`src/source/spad_pkg.sv`:
```
/*
 * Scratchpad subsystem package
 * Word and address widths of the shared scratchpad, plus the request
 * and response payloads carried through the per-port FIFOs
 */

`default_nettype none

package spad_pkg;

    // Word address into the scratchpad
    localparam int SPAD_ADDR_W = 6;
    // Data word carried by loads and stores
    localparam int SPAD_DATA_W = 16;

    typedef logic [SPAD_ADDR_W-1:0] spad_addr_t;
    typedef logic [SPAD_DATA_W-1:0] spad_data_t;

    // Client request, one per push into a request FIFO
    typedef struct packed {
        // 1 = store, 0 = load
        logic       write;
        spad_addr_t addr;
        // Only meaningful for stores
        spad_data_t wdata;
    } mem_req_t;

    // Load response, one per load
    typedef struct packed {
        spad_data_t rdata;
        // Address of the load, lets the client match the response
        spad_addr_t addr;
    } mem_rsp_t;

endpackage

`default_nettype wire

```
`src/source/spad_sram.sv`:
```
/*
 * Scratchpad array
 * Single-port synchronous RAM, one access per cycle, read data
 * registered and held until the next read
 */

`default_nettype none

module spad_sram #(
    parameter int SPAD_WORDS = 64
) (
    input  logic                 i_clk,
    input  logic                 i_en,
    input  logic                 i_we,
    input  spad_pkg::spad_addr_t i_addr,
    input  spad_pkg::spad_data_t i_wdata,
    output spad_pkg::spad_data_t o_rdata
);

    import spad_pkg::*;

    // Word array
    spad_data_t mem [SPAD_WORDS];

    always_ff @(posedge i_clk) begin
        if (i_en) begin
            if (i_we) begin
                // Store
                mem[i_addr] <= i_wdata;
            end else begin
                // Load data visible on the next cycle
                o_rdata <= mem[i_addr];
            end
        end
    end

endmodule

`default_nettype wire

```
`config.mk`:
```
export PLATFORM = sky130hd
export DESIGN_NAME = spad_sram
export DESIGN_NICKNAME = d
export VERILOG_FILES = /design/src/source/spad_pkg.sv /design/src/source/spad_sram.sv
export SDC_FILE = /design/constraint.sdc
export NUM_CORES = 1
export LEC_CHECK = 0
export BUFFER_PORTS_ARGS = -buffer_cell sky130_fd_sc_hd__buf_2
export CORE_ASPECT_RATIO = 2
export CORE_MARGIN = 4
export CORE_UTILIZATION = 30
export CTS_CLUSTER_SIZE = 40
export DETAILED_ROUTE_END_ITERATION = 8
export SYNTH_ARGS = -nofsm -noshare
export SYNTH_HDL_FRONTEND = slang
export SYNTH_SLANG_ARGS = --single-unit
```
`constraint.sdc`:
```
create_clock -name i_clk -period 3.3 [get_ports i_clk]
set_input_delay 0.33 -clock i_clk [delete_from_list [all_inputs] [get_ports i_clk]]
set_output_delay 0.33 -clock i_clk [all_outputs]
set_load 0.005 [all_outputs]
```
==> impl_metrics.tcl <==
set metrics [dict create \
    dieArea_um2 139600 \
    fin_crit_sh_pct 73.86 \
    synth_xor_xnor_area_share_pct 0 \
    start_kind "input pin" \
    start_util_pct 30.16 \
    drive_gt1_share_pct 19.45 \
    overflow 0 \
    ant_nets 0 \
    cts-resized-gates 0 \
    drt-wirelength-per-cell_um 28.66 \
    dpl-instance-area_um2 43800 \
    syn_to_final_growth_pct 15.64 \
    ys.flop_type "edfxtp_1" \
    cts_hold_buf 0 \
    vias_per_cell 5.422 \
    final_cell_mix "1,040 x edfxtp_1, 199 x buf_4, 138 x nor2_1" \
    clk_pin_slew_ns 0.07 \
    met3_usage_pct 2.071 \
    final_common_cell "edfxtp_1" \
    port_buffers 40 \
    grt-busiest-layer "met2" \
    arrival_ns 2.85 \
    grt_usage_pct 17.00 \
    dieWidth_um 266.2 \
    cts-root-buf "clkbuf_16" \
    endpoint_kind "flop" \
    critPathMaxFanout 36 \
    place_hpwl_mm 82.12 \
    synth_edf_count 1040 \
    drt-initial-drc-count 2564 \
    synth-simple-area-share_pct 3.518 \
    ys_seq_elements 1040 \
    firstDrtPassIters 8 \
    status "finished clean" \
    hold_viol 0 \
    ys_warn_count 0 \
    cts.sinks 1040 \
    place.gp.congestion 0.9323 \
    worstSkewPairLatency_ns 0.67 \
    syn_area_per_cell_um2 17.61 \
    met2_usage_pct 31.08 \
    p_total_w 0.02568 \
    cts_tree "done" \
    num_vias 22990 \
    max_freq_mhz 410.3 \
    synth_area_um2 40010 \
    nets 2481 \
    slew_viol_final 0 \
    clock_path_buffers 3 \
    critPathKind "input pin to flop" \
    grt_pass1_wl_mm 172.1 \
    synthAdderAreaFrac_pct 0 \
    grtUsageMet1_pct 18.28 \
    setup_tns_ns 0 \
    cts_setup_buffers 0 \
    crit_required_ns 3.71 \
    ys_seq_area_share_pct 78.06 \
    h-tree-depth 3 \
    min_period_ns 2.438 \
    synth_cells 2272 \
    rsz0062_at_grt "false" \
    antenna_found_initial 6 \
    postSynth.asyncResetShare_pct 0 \
    holdWs_ns 0.1425 \
    synth_top_family_by_area "compound AO/OA/AOI/OAI gates" \
    synth_compound_area_share_pct 10.63 \
    grt_pass1_vias 23150 \
    fp-row-count 189 \
    core_um2 132700 \
    drc 0 \
    setup_violations 0 \
    worst_pin_slew_ns 1.247 \
    fin_area_um2 46260 \
    ir_drop_mv 0.3860 \
    numCtsBuffers 80 \
    nFillCells 12280 \
    p_per_area_nw_per_um2 555.0 \
    synth_mux_area_share_pct 5.764 \
    ys_types 56 \
    floorplan.io_pins 41 \
    maxCapViolCount 0 \
    leakage_nw 14.64 \
    worst_hold_path_type "input pin to flop" \
    die_height_um 524.5 \
    fin_skew_ns 0.03397 \
    slew_headroom_pct 16.86 \
    grt_max_degree 65 \
    wl_mm 121.5 \
    synthesis.nets 2297 \
]
-- through the flow --
step / worst slack (ns) / util (%) / instances
floorplan: 0.4084 / - / 2272
global placement: 0.1914 / 33.02 / 4093
detailed placement: 0.2136 / 33.02 / 4093
CTS: 0.9160 / 34.87 / 4238
global route: 0.7890 / 34.87 / 4239
finish: 0.8625 / 34.87 / 4240
-- cell usage after synthesis (7+ instances only) --
cell / count / area, um^2
nand2b_1: 7 / 43.79
o2bb2ai_1: 7 / 61.31
nor3_1: 29 / 145.1
nand4_1: 9 / 56.30
nand2_1: 68 / 255.2
nand3_1: 22 / 110.1
o221ai_1: 10 / 87.58
mux2i_1: 92 / 920.9
clkbuf_1: 55 / 206.5
a21oi_1: 54 / 270.3
buf_2: 73 / 365.4
a222oi_1: 18 / 180.2
a22o_1: 63 / 551.8
o211ai_1: 14 / 105.1
mux4_2: 28 / 630.6
o21ai_0: 62 / 310.3
edfxtp_1: 1040 / 31230
o22ai_1: 45 / 281.5
mux2_2: 57 / 641.9
a22oi_1: 93 / 698.2
a221oi_1: 122 / 1069
buf_4: 11 / 82.58
or4_1: 13 / 97.59
a221o_1: 24 / 240.2
buf_1: 27 / 101.4
nor2b_1: 9 / 56.30
nor2_1: 140 / 525.5
-- flip-flops by register name, summed over array words and instances, names as in the netlist --
register  flops
mem        1024
o_rdata      16
-- layer usage --
layer  vias to the layer above  wire [um]
li1                       9712          -
met1                     11960      41440
met2                      1027      64010
met3                       293       6552
met4                         2       9487
met5                         -         12
-- power breakdown --
| part | total (W) | switching, W | internal (W) | leakage, nW |
|---|---|---|---|---|
| clock network | 0.00942 | 0.00459 | 0.00484 | 1.19 |
| logic | 0.00163 | 0.00111 | 0.000520 | 4.09 |
| registers | 0.0146 | 0.0000300 | 0.0146 | 9.36 |
| total | 0.0257 | 0.00573 | 0.0199 | 14.6 |
-- worst paths after layout --
kind	start	endpoint	slack, ns	depth (start not counted)
worst max register to register	mem[35][8]	o_rdata[8]	0.90	6
worst max-delay path	i_addr[1]	o_rdata[11]	0.86	10
worst min-delay path	i_wdata[1]	mem[2][1]	0.14	1
worst min register to register	mem[7][4]	o_rdata[4]	0.74	3
-- cells by family after synthesis --
group / Yosys count
buf+inv: 173
compound gates: 559
simple gates: 315
mux: 185
flops: 1040
-- cell type report --
cell class,count,area [um^2],area share [%]
antenna,2,5.005,0.01082
clock buffer,100,2077,4.489
clock inverter,45,380.4,0.8222
inverter,3,11.26,0.02434
multi-input combinational,1059,8026,17.35
sequential,1040,31230,67.50
tap,1719,2151,4.649
timing repair buffer,272,2384,5.152
-- worst max-delay path: stages --
cell      delay, ns
buf_8          0.26
buf_12         0.22
buf_4          0.21
mux2i_1        0.20
o22ai_1        0.10
a221oi_1       0.49
o22ai_1        0.29
a211oi_1       0.38
buf_4          0.18
o211ai_1       0.08
Note: power is estimated with default switching activity, not from simulation.
