$ cat config.mk
export PLATFORM = sky130hd
export DESIGN_NAME = fifo_1r1w
export DESIGN_NICKNAME = d
export VERILOG_FILES = /design/src/source/fifo_1r1w.sv
export SDC_FILE = /design/constraint.sdc
export NUM_CORES = 1
export LEC_CHECK = 0
export BUFFER_PORTS_ARGS = -buffer_cell sky130_fd_sc_hd__buf_2
export CAP_MARGIN = 20
export CORE_AREA = 2 2 39 41
export DETAILED_ROUTE_END_ITERATION = 10
export DIE_AREA = 0 0 41 43
export PLACE_DENSITY = 0.54
export RECOVER_POWER = 25
export SLEW_MARGIN = 20
export SYNTH_ARGS = -nofsm -noshare
export SYNTH_HDL_FRONTEND = slang
export SYNTH_SLANG_ARGS = --single-unit
$ cat constraint.sdc
create_clock -name i_clk -period 1.56 [get_ports i_clk]
set_input_delay 0.234 -clock i_clk [delete_from_list [all_inputs] [get_ports i_clk]]
set_output_delay 0.234 -clock i_clk [all_outputs]
set_load 0.02 [all_outputs]
$ cat src/source/fifo_1r1w.sv
/*
 * Synchronous FIFO with a type-parameter payload
 * Flags follow a push or pop one cycle later, read data arrives one
 * cycle after a pop and holds until the next pop
 */

`default_nettype none

module fifo_1r1w #(
    parameter type payload_t = logic,
    parameter int  DEPTH     = 4
) (
    input  logic     i_clk,
    input  logic     i_rst_n,

    // Write side
    input  logic     i_push,
    output logic     o_full,
    input  payload_t i_wdata,

    // Read side
    input  logic     i_pop,
    output logic     o_empty,
    output payload_t o_rdata
);

    // Pointer width of at least one bit
    localparam int PTR_W = (DEPTH > 1) ? $clog2(DEPTH) : 1;

    // Payload storage
    payload_t mem [DEPTH];

    logic [PTR_W-1:0] wr_ptr_q;
    logic [PTR_W-1:0] rd_ptr_q;
    logic [PTR_W-1:0] wr_ptr_nxt;
    logic [PTR_W-1:0] rd_ptr_nxt;

    // Wraparound increment for any depth
    always_comb begin
        wr_ptr_nxt = (wr_ptr_q == PTR_W'(DEPTH - 1)) ? '0 : wr_ptr_q + PTR_W'(1);
        rd_ptr_nxt = (rd_ptr_q == PTR_W'(DEPTH - 1)) ? '0 : rd_ptr_q + PTR_W'(1);
    end

    // Equal pointers mean empty
    assign o_empty = (wr_ptr_q == rd_ptr_q);
    // One slot stays free so full and empty differ
    assign o_full  = (wr_ptr_nxt == rd_ptr_q);

    // Pointer state
    always_ff @(posedge i_clk or negedge i_rst_n) begin
        if (!i_rst_n) begin
            wr_ptr_q <= '0;
            rd_ptr_q <= '0;
        end else begin
            if (i_push) begin
                wr_ptr_q <= wr_ptr_nxt;
            end
            if (i_pop) begin
                rd_ptr_q <= rd_ptr_nxt;
            end
        end
    end

    // Storage write and registered read
    always_ff @(posedge i_clk) begin
        if (i_push) begin
            mem[wr_ptr_q] <= i_wdata;
        end
        // Read register only moves on a pop
        if (i_pop) begin
            o_rdata <= mem[rd_ptr_q];
        end
    end

endmodule

`default_nettype wire

==> results of run 1 <==
-- layer usage --
| layer | GRT usage, % | up-vias | wire length (um) |
|---|---|---|---|
| met5 | 0 | - | 0 |
| met4 | 6.00 | 0 | 8 |
| met3 | 4.71 | 2 | 34 |
| met2 | 21.6 | 5 | 477 |
| met1 | 14.6 | 157 | 293 |
| li1 | - | 155 | - |
-- logic make-up (layout without fill, tap and decap cells) --
family | count (synthesis) | in the layout
buffers and inverters | 2 | 18
adders and majority gates | 5 | 5
AOI/OAI and AO/OA | 3 | 3
DFF | 9 | 9
muxes | 3 | 3
and+or+nand+nor | 10 | 10
xor gates and xnor gates | 3 | 3
-- cell usage after synthesis --
master	n
edfxtp_1	5
ha_1	5
and2_1	4
dfrtp_1	4
xor2_1	3
inv_1	2
mux2_2	2
nor2_1	2
nor3_1	2
o21ai_0	2
mux4_2	1
nand2_1	1
o21a_1	1
or3b_1	1
-- critical path, cell delays in order (launching register included) --
cell and delay (ns):
dfrtp_1 0.42, ha_2 0.23, o21a_1 0.18, nor3_2 0.15
buf_4 0.16
-- placed cells by master (no fill, tap or decap), drive strengths merged --
master	n
and2	4
buf	10
clkbuf	5
dfrtp	4
dlygate4sd3	1
edfxtp	5
ha	5
inv	2
mux2	2
mux4	1
nand2	1
nor2	2
nor3	2
o21a	1
o21ai	2
or3b	1
xor2	3
-- power by group --
group          switching, mW  internal [mW]
registers             0.0949          0.335
logic                  0.329          0.358
clock network         0.0673         0.0976
-- final timing paths --
check / start / endpoint / slack, ns / depth (start not counted)
hold reg to reg: mem[3] / o_rdata / 0.63 / 1
min in group asynchronous: i_rst_n / wr_ptr_q[1] / 0.32 / 2
hold / removal: i_pop / o_rdata / 0.23 / 1
setup reg to reg: rd_ptr_q[0] / o_rdata / 0.26 / 1
setup / recovery: wr_ptr_q[0] / o_full / -0.06 / 4
max in group asynchronous: i_rst_n / rd_ptr_q[1] / 1.13 / 2
-- area by class of cell --
class | count | area (um2) | area share [%]
well taps | 16 | 20.0 | 3.20
flip-flops and latches | 9 | 250 | 40.0
inverters | 2 | 7.51 | 1.20
repair buffers | 12 | 82.6 | 13.2
multi-input cells | 24 | 239 | 38.2
clock buffers | 4 | 26.3 | 4.20
-- flip-flops by register name, summed over array words and instances, names as in the netlist --
signal    cells
rd_ptr_q      2
mem           4
o_rdata       1
wr_ptr_q      2
-- repair_timing --
item	CTS	global route
resized for setup	6	3
pin swaps	2	2
hold endpoints to repair	4	0
hold buffers	1	0
setup buffers	4	0
endpoints found under the setup margin	1	2
-- stage by stage --
stage	TNS [ns]	hold WS [ns]
6_report	-0.0625	0.227
5_1_grt	-0.153	0.221
4_1_cts	-0.113	0.194
3_5_place_dp	0	0.0413
3_3_place_gp	0	0.0408
2_1_floorplan	0	-0.0616
==> reports/results.ini, run 1 <==
[die]
die_x_um = 41
die_h_um = 43
placeableCoreArea_um2 = 1380
num_rows = 14
die_area_um2 = 1760
ios = 8
initial_core_util_pct = 33.5

[placed_design]
place_area_um2 = 532
gp_congestion = 0.689
dp_hpwl_um = 592
pre_cts_ws_ns = 0.0697
portBuffers = 7
placed_cells_incl_taps = 59

[routing]
drc = 0
antenna_left = 0
avgViaCountPerCell = 4.76
drt-pass1-iter-count = 2
vias = 319
wl_per_cell_um = 12.1
drt_iter0_drc = 1
drt_wl_total_um = 813

[critical_path]
crit_fanout = 4
cp-end-kind = primary output
required_ns = 1.33
setup.worst_path.start_class = register
crit_arrival_ns = 1.39
critPathKind = register to primary output

[global_route]
track_usage_pct = 13.3
grt_pass1_wl_um = 1500
grt_pass1_vias = 356
grt_max_degree = 9
antenna_found_initial = 0
grt-ovfl-total = 0

[sta]
fin_crit_sh_pct = 104
final.min_clock_period_ns = 1.62
slew_headroom_pct = 81.0
finalMaxSlewViolations = 0
setup_viol = 1
fmax_ghz = 0.616
finalHoldViolations = 0
fin_ws_ns = -0.0625
worst_slew_pin_slew_ns = 0.285
skew_ns = 0.00178
rsz0062_at_grt = yes

[logic_synthesis]
ys_types = 14
netlist_top_cells_area = edfxtp_1, dfrtp_1, ha_1
yosysTopAreaCellShare_pct = 32.3
synth_simple_gate_area_share_pct = 11.9
synthXorXnorAreaFrac_pct = 5.66
syn_nets = 45
synth_cells = 35
ys_seq_elements = 9
synth_area_per_cell_um2 = 13.3
syn_area_um2 = 464
synth_top_family_by_area = adder cells
synth_compound_area_share_pct = 3.77
synthAdderAreaFrac_pct = 13.5
synth_top_area_cell = edfxtp_1
synth_seq_area_share_pct = 53.9
ys_warn_count = 0
synthMuxAreaShare_pct = 9.70

[clocking]
clk_path_buf_depth = 2
cts_inserted_buffers = 3
root_buffer = clkbuf_4
cts_sinks = 9
clkTransAtPathRegs_ns = 0.06
clock_latency_ns = 0.24
cts_max_level = 1
cts_tree = built

[outcome]
violations = negative setup slack
status = finished with violations

[hold_path]
worstHoldPathType = primary input to register

[power]
p_leak_nw = 0.268
p_per_area_nw_per_um2 = 2050
design_power_total_mw = 1.28
ir_worst_vdd_mv = 1.03

[layout]
layout-drive-gt1-share_pct = 45.1
layout.cells.non_filler = 67
final_nets = 62
n_antenna_cell = 0
fin_util_pct = 45.2
finalInstanceArea_um2 = 626
nFillCells = 135
syn_to_final_growth_pct = 34.8

[flow_run]
maxCapViolCount = 0

Power figures use the tool's default switching activity.
==> run 2: changes to the inputs <==
--- a/config.mk
+++ b/config.mk
@@ -10,8 +10,9 @@
 export CORE_AREA = 2 2 39 41
 export DETAILED_ROUTE_END_ITERATION = 10
 export DIE_AREA = 0 0 41 43
-export PLACE_DENSITY = 0.54
+export PLACE_DENSITY = 0.56
 export RECOVER_POWER = 25
+export SETUP_SLACK_MARGIN = 0.05
 export SLEW_MARGIN = 20
 export SYNTH_ARGS = -nofsm -noshare
 export SYNTH_HDL_FRONTEND = slang
==> constraint.sdc (replaced) <==
create_clock -name i_clk -period 1.4 [get_ports i_clk]
set_input_delay 0.21 -clock i_clk [delete_from_list [all_inputs] [get_ports i_clk]]
set_output_delay 0.21 -clock i_clk [all_outputs]
set_load 0.02 [all_outputs]
==> run 2 against run 1 <==
- clock-buffer cell count is the same
- combinational power increased by 7.3%
- die area did not move
- final cell count rose by 3.0%
- critical path type unchanged
- sequential power is 13% higher
- the run still ends with negative setup slack left
- non-clock buffer count up 2
- core utilization is 0.36 points higher
- critical path depth stayed put
- clock skew barely moved
- worst hold slack worse by 0.025 ns
==> reports/results.ini, run 2 (same netlist as run 1, synthesis figures left out) <==
[critical_path]
critPathKind = register to primary output
r2r-end = o_rdata
slowest_delay_ns = 0.43
crit_arrival_ns = 1.39
crit_fanout = 4
r2r_cells = 1
cp-end-kind = primary output
critPathSlowestCell = dfrtp_2
timing.rr.start = rd_ptr_q[0]
rrSetupSlack_ns = 0.07
critPathTopFamily = flip-flops
required_ns = 1.19
path_cells = ha_2 -> o21a_1 -> nor3_2 -> buf_4
cp_num_buf_inv = 1
setup.worst_path.start_class = register

[clocking]
clkTransAtPathRegs_ns = 0.06
clk_path_buf_depth = 2
cts_inserted_buffers = 3
cts_max_level = 1
clock_latency_ns = 0.25
cts_sinks = 9
cts_tree = built
root_buffer = clkbuf_4

[global_route]
track_usage_pct = 12.9
grt-ovfl-total = 0
antenna_found_initial = 0
grt_pass1_wl_um = 1410
grt_max_degree = 9
grt_pass1_vias = 347

[placed_design]
dp_hpwl_um = 605
gp_congestion = 0.715
placed_cells_incl_taps = 61
portBuffers = 7

[layout]
fin_util_pct = 45.6
final_common_cell = buf_4
regMostFlops = mem
n_antenna_cell = 0
layout-drive-gt1-share_pct = 47.2
reg_top3 = mem (4), rd_ptr_q (2), wr_ptr_q (2)
layout_common_cells = buf_4, edfxtp_1, and2_1, buf_2
layout.cells.non_filler = 69
final_nets = 64
largest_register_ffs = 4
syn_to_final_growth_pct = 35.8

[power]
ir_worst_vdd_mv = 1.13
p_per_area_nw_per_um2 = 2240
p_leak_nw = 0.274

[sta]
slew_headroom_pct = 79.8
rsz0062_at_grt = yes
worst_slew_pin_slew_ns = 0.303
skew_ns = 0.00197
fin_crit_sh_pct = 115
finalHoldViolations = 0
setup_viol = 2
fin_ws_ns = -0.203
final.min_clock_period_ns = 1.60
finalMaxSlewViolations = 0
fmax_ghz = 0.624

[routing]
avgViaCountPerCell = 4.59
drt_iter0_drc = 3
drt-pass1-iter-count = 2
vias = 317
drc = 0
wl_per_cell_um = 11.8
antenna_left = 0
drt_wl_total_um = 817

[outcome]
status = finished with violations
violations = negative setup slack

[hold_path]
min_from = i_pop
hold_path_depth = 1
worstHoldPathType = primary input to register
min_to = o_rdata

[die]
die_h_um = 43
num_rows = 14
initial_core_util_pct = 33.5
die_area_um2 = 1760
ios = 8
placeableCoreArea_um2 = 1380
die_x_um = 41

[flow_run]
maxCapViolCount = 0

==> run 2: timing repair <==
action,in CTS,in global routing
endpoints found under the hold margin,4,0
hold buffers,1,0
endpoints found under the setup margin,2,3
pin swaps,2,0
resized for setup,3,1
buffers inserted,3,0
==> run 2: area by class of cell <==
class / count / area (um2)
tap: 16 / 20.0
fill: 132 / 753
timing repair buffer: 14 / 93.8
sequential: 9 / 251
inverter: 2 / 7.51
multi-input combinational: 24 / 231
clock buffer: 4 / 26.3
==> run 2: how the worst max path moves through the flow <==
stage | slack, ns | depth (start not counted) | from | endpoint
2_1_floorplan | 0.007 | 4 | wr_ptr_q[0] | o_full
3_3_place_gp | 0.02 | 5 | wr_ptr_q[1] | o_full
3_5_place_dp | 0.004 | 5 | wr_ptr_q[1] | o_full
4_1_cts | -0.21 | 5 | wr_ptr_q[0] | o_full
5_1_grt | -0.29 | 4 | wr_ptr_q[0] | o_full
6_report | -0.20 | 4 | wr_ptr_q[0] | o_full
==> run 2: layer usage <==
metal  vias to the layer above  global-route usage (%)  part of all wire [%]
li1                        158                       -                     -
met5                         -                       0                     0
met2                         5                    21.3                    58
met3                         0                    7.85                   4.2
met1                       154                    12.8                    37
met4                         0                    4.00                     0
==> run 2: per-stage QoR <==
step           hold WS [ns]  power (mW)  TNS, ns  setup slack, ns  area, um2
4_1_cts               0.164        1.41   -0.257           -0.210        627
3_3_place_gp         0.0158        1.09        0           0.0247        561
3_5_place_dp         0.0198        1.12        0          0.00367        561
6_report              0.201        1.41   -0.255           -0.203        631
5_1_grt               0.186        1.55   -0.449           -0.292        631
2_1_floorplan       -0.0856       0.909        0          0.00652        483
==> run 2: power by group <==
group / internal [mW] / total (mW) / switching (mW)
clock network: 0.109 / 0.189 / 0.0803
logic: 0.394 / 0.737 / 0.343
registers: 0.375 / 0.484 / 0.108
total: 0.879 / 1.41 / 0.531
==> run 3: changes to the inputs <==
==> constraint.sdc (replaced) <==
create_clock -name i_clk -period 1.4 [get_ports i_clk]
set_input_delay 0.28 -clock i_clk [delete_from_list [all_inputs] [get_ports i_clk]]
set_output_delay 0.28 -clock i_clk [all_outputs]
set_load 0.02 [all_outputs]
==> run 3 against run 2 <==
- the run still ends with negative setup slack left
- critical path depth rose by 1
- die area did not move
- worst hold slack improved by 0.057 ns
- sequential cell count did not move
- combinational power rose by 23%
- fmax fell by 4.3%
- worst setup slack got worse by 0.072 ns
- clock-buffer cell count did not move
- critical path type unchanged
- largest power group unchanged
==> reports/results.ini, run 3 (same netlist as run 1, synthesis figures left out) <==
[die]
num_rows = 14
initial_core_util_pct = 33.5
die_area_um2 = 1760
placeableCoreArea_um2 = 1380
die_x_um = 41
die_h_um = 43
ios = 8

[hold_path]
hold_path_depth = 1
worstHoldPathType = primary input to register

[outcome]
status = finished with violations
violations = negative setup slack

[sta]
fin_ws_ns = -0.275
finalMaxSlewViolations = 0
fmax_ghz = 0.597
skew_ns = 0.0104
holdWs_ns = 0.258
worst_slew_pin_slew_ns = 0.270
slew_headroom_pct = 82.0
final.min_clock_period_ns = 1.67
setup_viol = 2
finalHoldViolations = 0
rsz0062_at_grt = yes
fin_crit_sh_pct = 120

[clocking]
cts_sinks = 9
clkTransAtPathRegs_ns = 0.06
cts_tree = built
clk_path_buf_depth = 2
cts_max_level = 1
root_buffer = clkbuf_4
cts_inserted_buffers = 3
clock_latency_ns = 0.26

[critical_path]
endpoint = o_full
setup.worst_path.start_class = register
crit_arrival_ns = 1.39
crit_fanout = 4
cp-end-kind = primary output
required_ns = 1.12
crit_path_start = wr_ptr_q[0]
r2r_cells = 6
rrSetupSlack_ns = 0.02
r2r-end = mem[1]
critPathKind = register to primary output
timing.rr.start = wr_ptr_q[1]

[power]
combPwrFrac_pct = 57.0
swShare_pct = 36.9
intPower_mw = 1.00
p_seq_share_pct = 30.9
p_per_area_nw_per_um2 = 2320
p_leak_nw = 0.298
clockPowerShare_pct = 12.2
switching_power_mw = 0.587
ir_worst_vdd_mv = 1.19

[layout]
fin_util_pct = 49.5
nFillCells = 123
n_antenna_cell = 0
regMostFlops = mem
layout-drive-gt1-share_pct = 62.1
layout_common_cells = buf_4, edfxtp_1, buf_2
final_common_cell = buf_4
largest_register_ffs = 4
multi_input_area_um2 = 248
regArea_um2 = 253
syn_to_final_growth_pct = 47.7
final_nets = 69
reg_top3 = mem (4), rd_ptr_q (2), wr_ptr_q (2)

[routing]
drc = 0
vias = 339
drt_wl_total_um = 967
drt_iter0_drc = 2
drt-pass1-iter-count = 2
wl_per_cell_um = 13.1
avgViaCountPerCell = 4.58
antenna_left = 0

[flow_run]
maxCapViolCount = 0

[placed_design]
portBuffers = 7
gp_congestion = 0.715
pre_cts_ws_ns = -0.0649

[global_route]
grt_pass1_vias = 352
grt-ovfl-total = 0
grt_pass1_wl_um = 1520
antenna_found_initial = 0
grt_max_degree = 9
track_usage_pct = 14.0

## run 3: through the flow
stage                     cells  total power, mW  cell area [um2]  setup TNS (ns)
final                        74             1.59              686          -0.392
after global routing         74             1.72              686          -0.563
after CTS                    72             1.50              649          -0.406
after detailed placement     63             1.18              576         -0.0649
after global placement       63             1.13              576         -0.0359
after floorplan              35            0.909              483         -0.0635
## run 3: worst min path at each step
stage	startpoint	slack [ns]	end
floorplan	i_rst_n	-0.02	rd_ptr_q[0]
global placement	i_rst_n	0.09	rd_ptr_q[1]
detailed placement	i_rst_n	0.09	rd_ptr_q[1]
CTS	i_wdata	0.24	mem[0]
global route	i_pop	0.25	o_rdata
finish	i_pop	0.26	o_rdata
## run 3: metal layers
metal	vias to the layer above	GRT usage (%)	share of wire, %
li1	169	-	-
met1	165	16.1	41
met2	5	20.6	56
met3	0	6.28	2.8
met4	0	8.00	0
met5	-	0	0
## run 3: power by group through the flow
stage	sequential (mW)	combinational, mW	clock [mW]
after detailed placement	0.489	0.689	0
after CTS	0.484	0.818	0.198
after global placement	0.480	0.648	0
final	0.491	0.906	0.194
after global routing	0.511	0.987	0.223
after floorplan	0.481	0.427	0
## run 3: repair_timing
action	in CTS	in global routing
setup buffers	4	2
endpoints found under the hold margin	4	0
setup endpoints to repair	3	4
pin swaps	2	1
resized for setup	4	7
hold buffers	1	0
## run 3: cell type report
| cell class | instances | share of cell area [%] |
|---|---|---|
| sequential | 9 | 36.9 |
| timing repair buffer | 19 | 19.2 |
| tap | 16 | 2.92 |
| inverter | 2 | 1.09 |
| clock buffer | 4 | 3.83 |
| multi-input combinational | 24 | 36.1 |
## run 3: worst max-delay path, cell delays in order, from the launching register on
cell	delay (ns)
dfrtp_2	0.43
inv_2	0.09
ha_4	0.21
xor2_2	0.14
nor3_2	0.11
buf_4	0.16
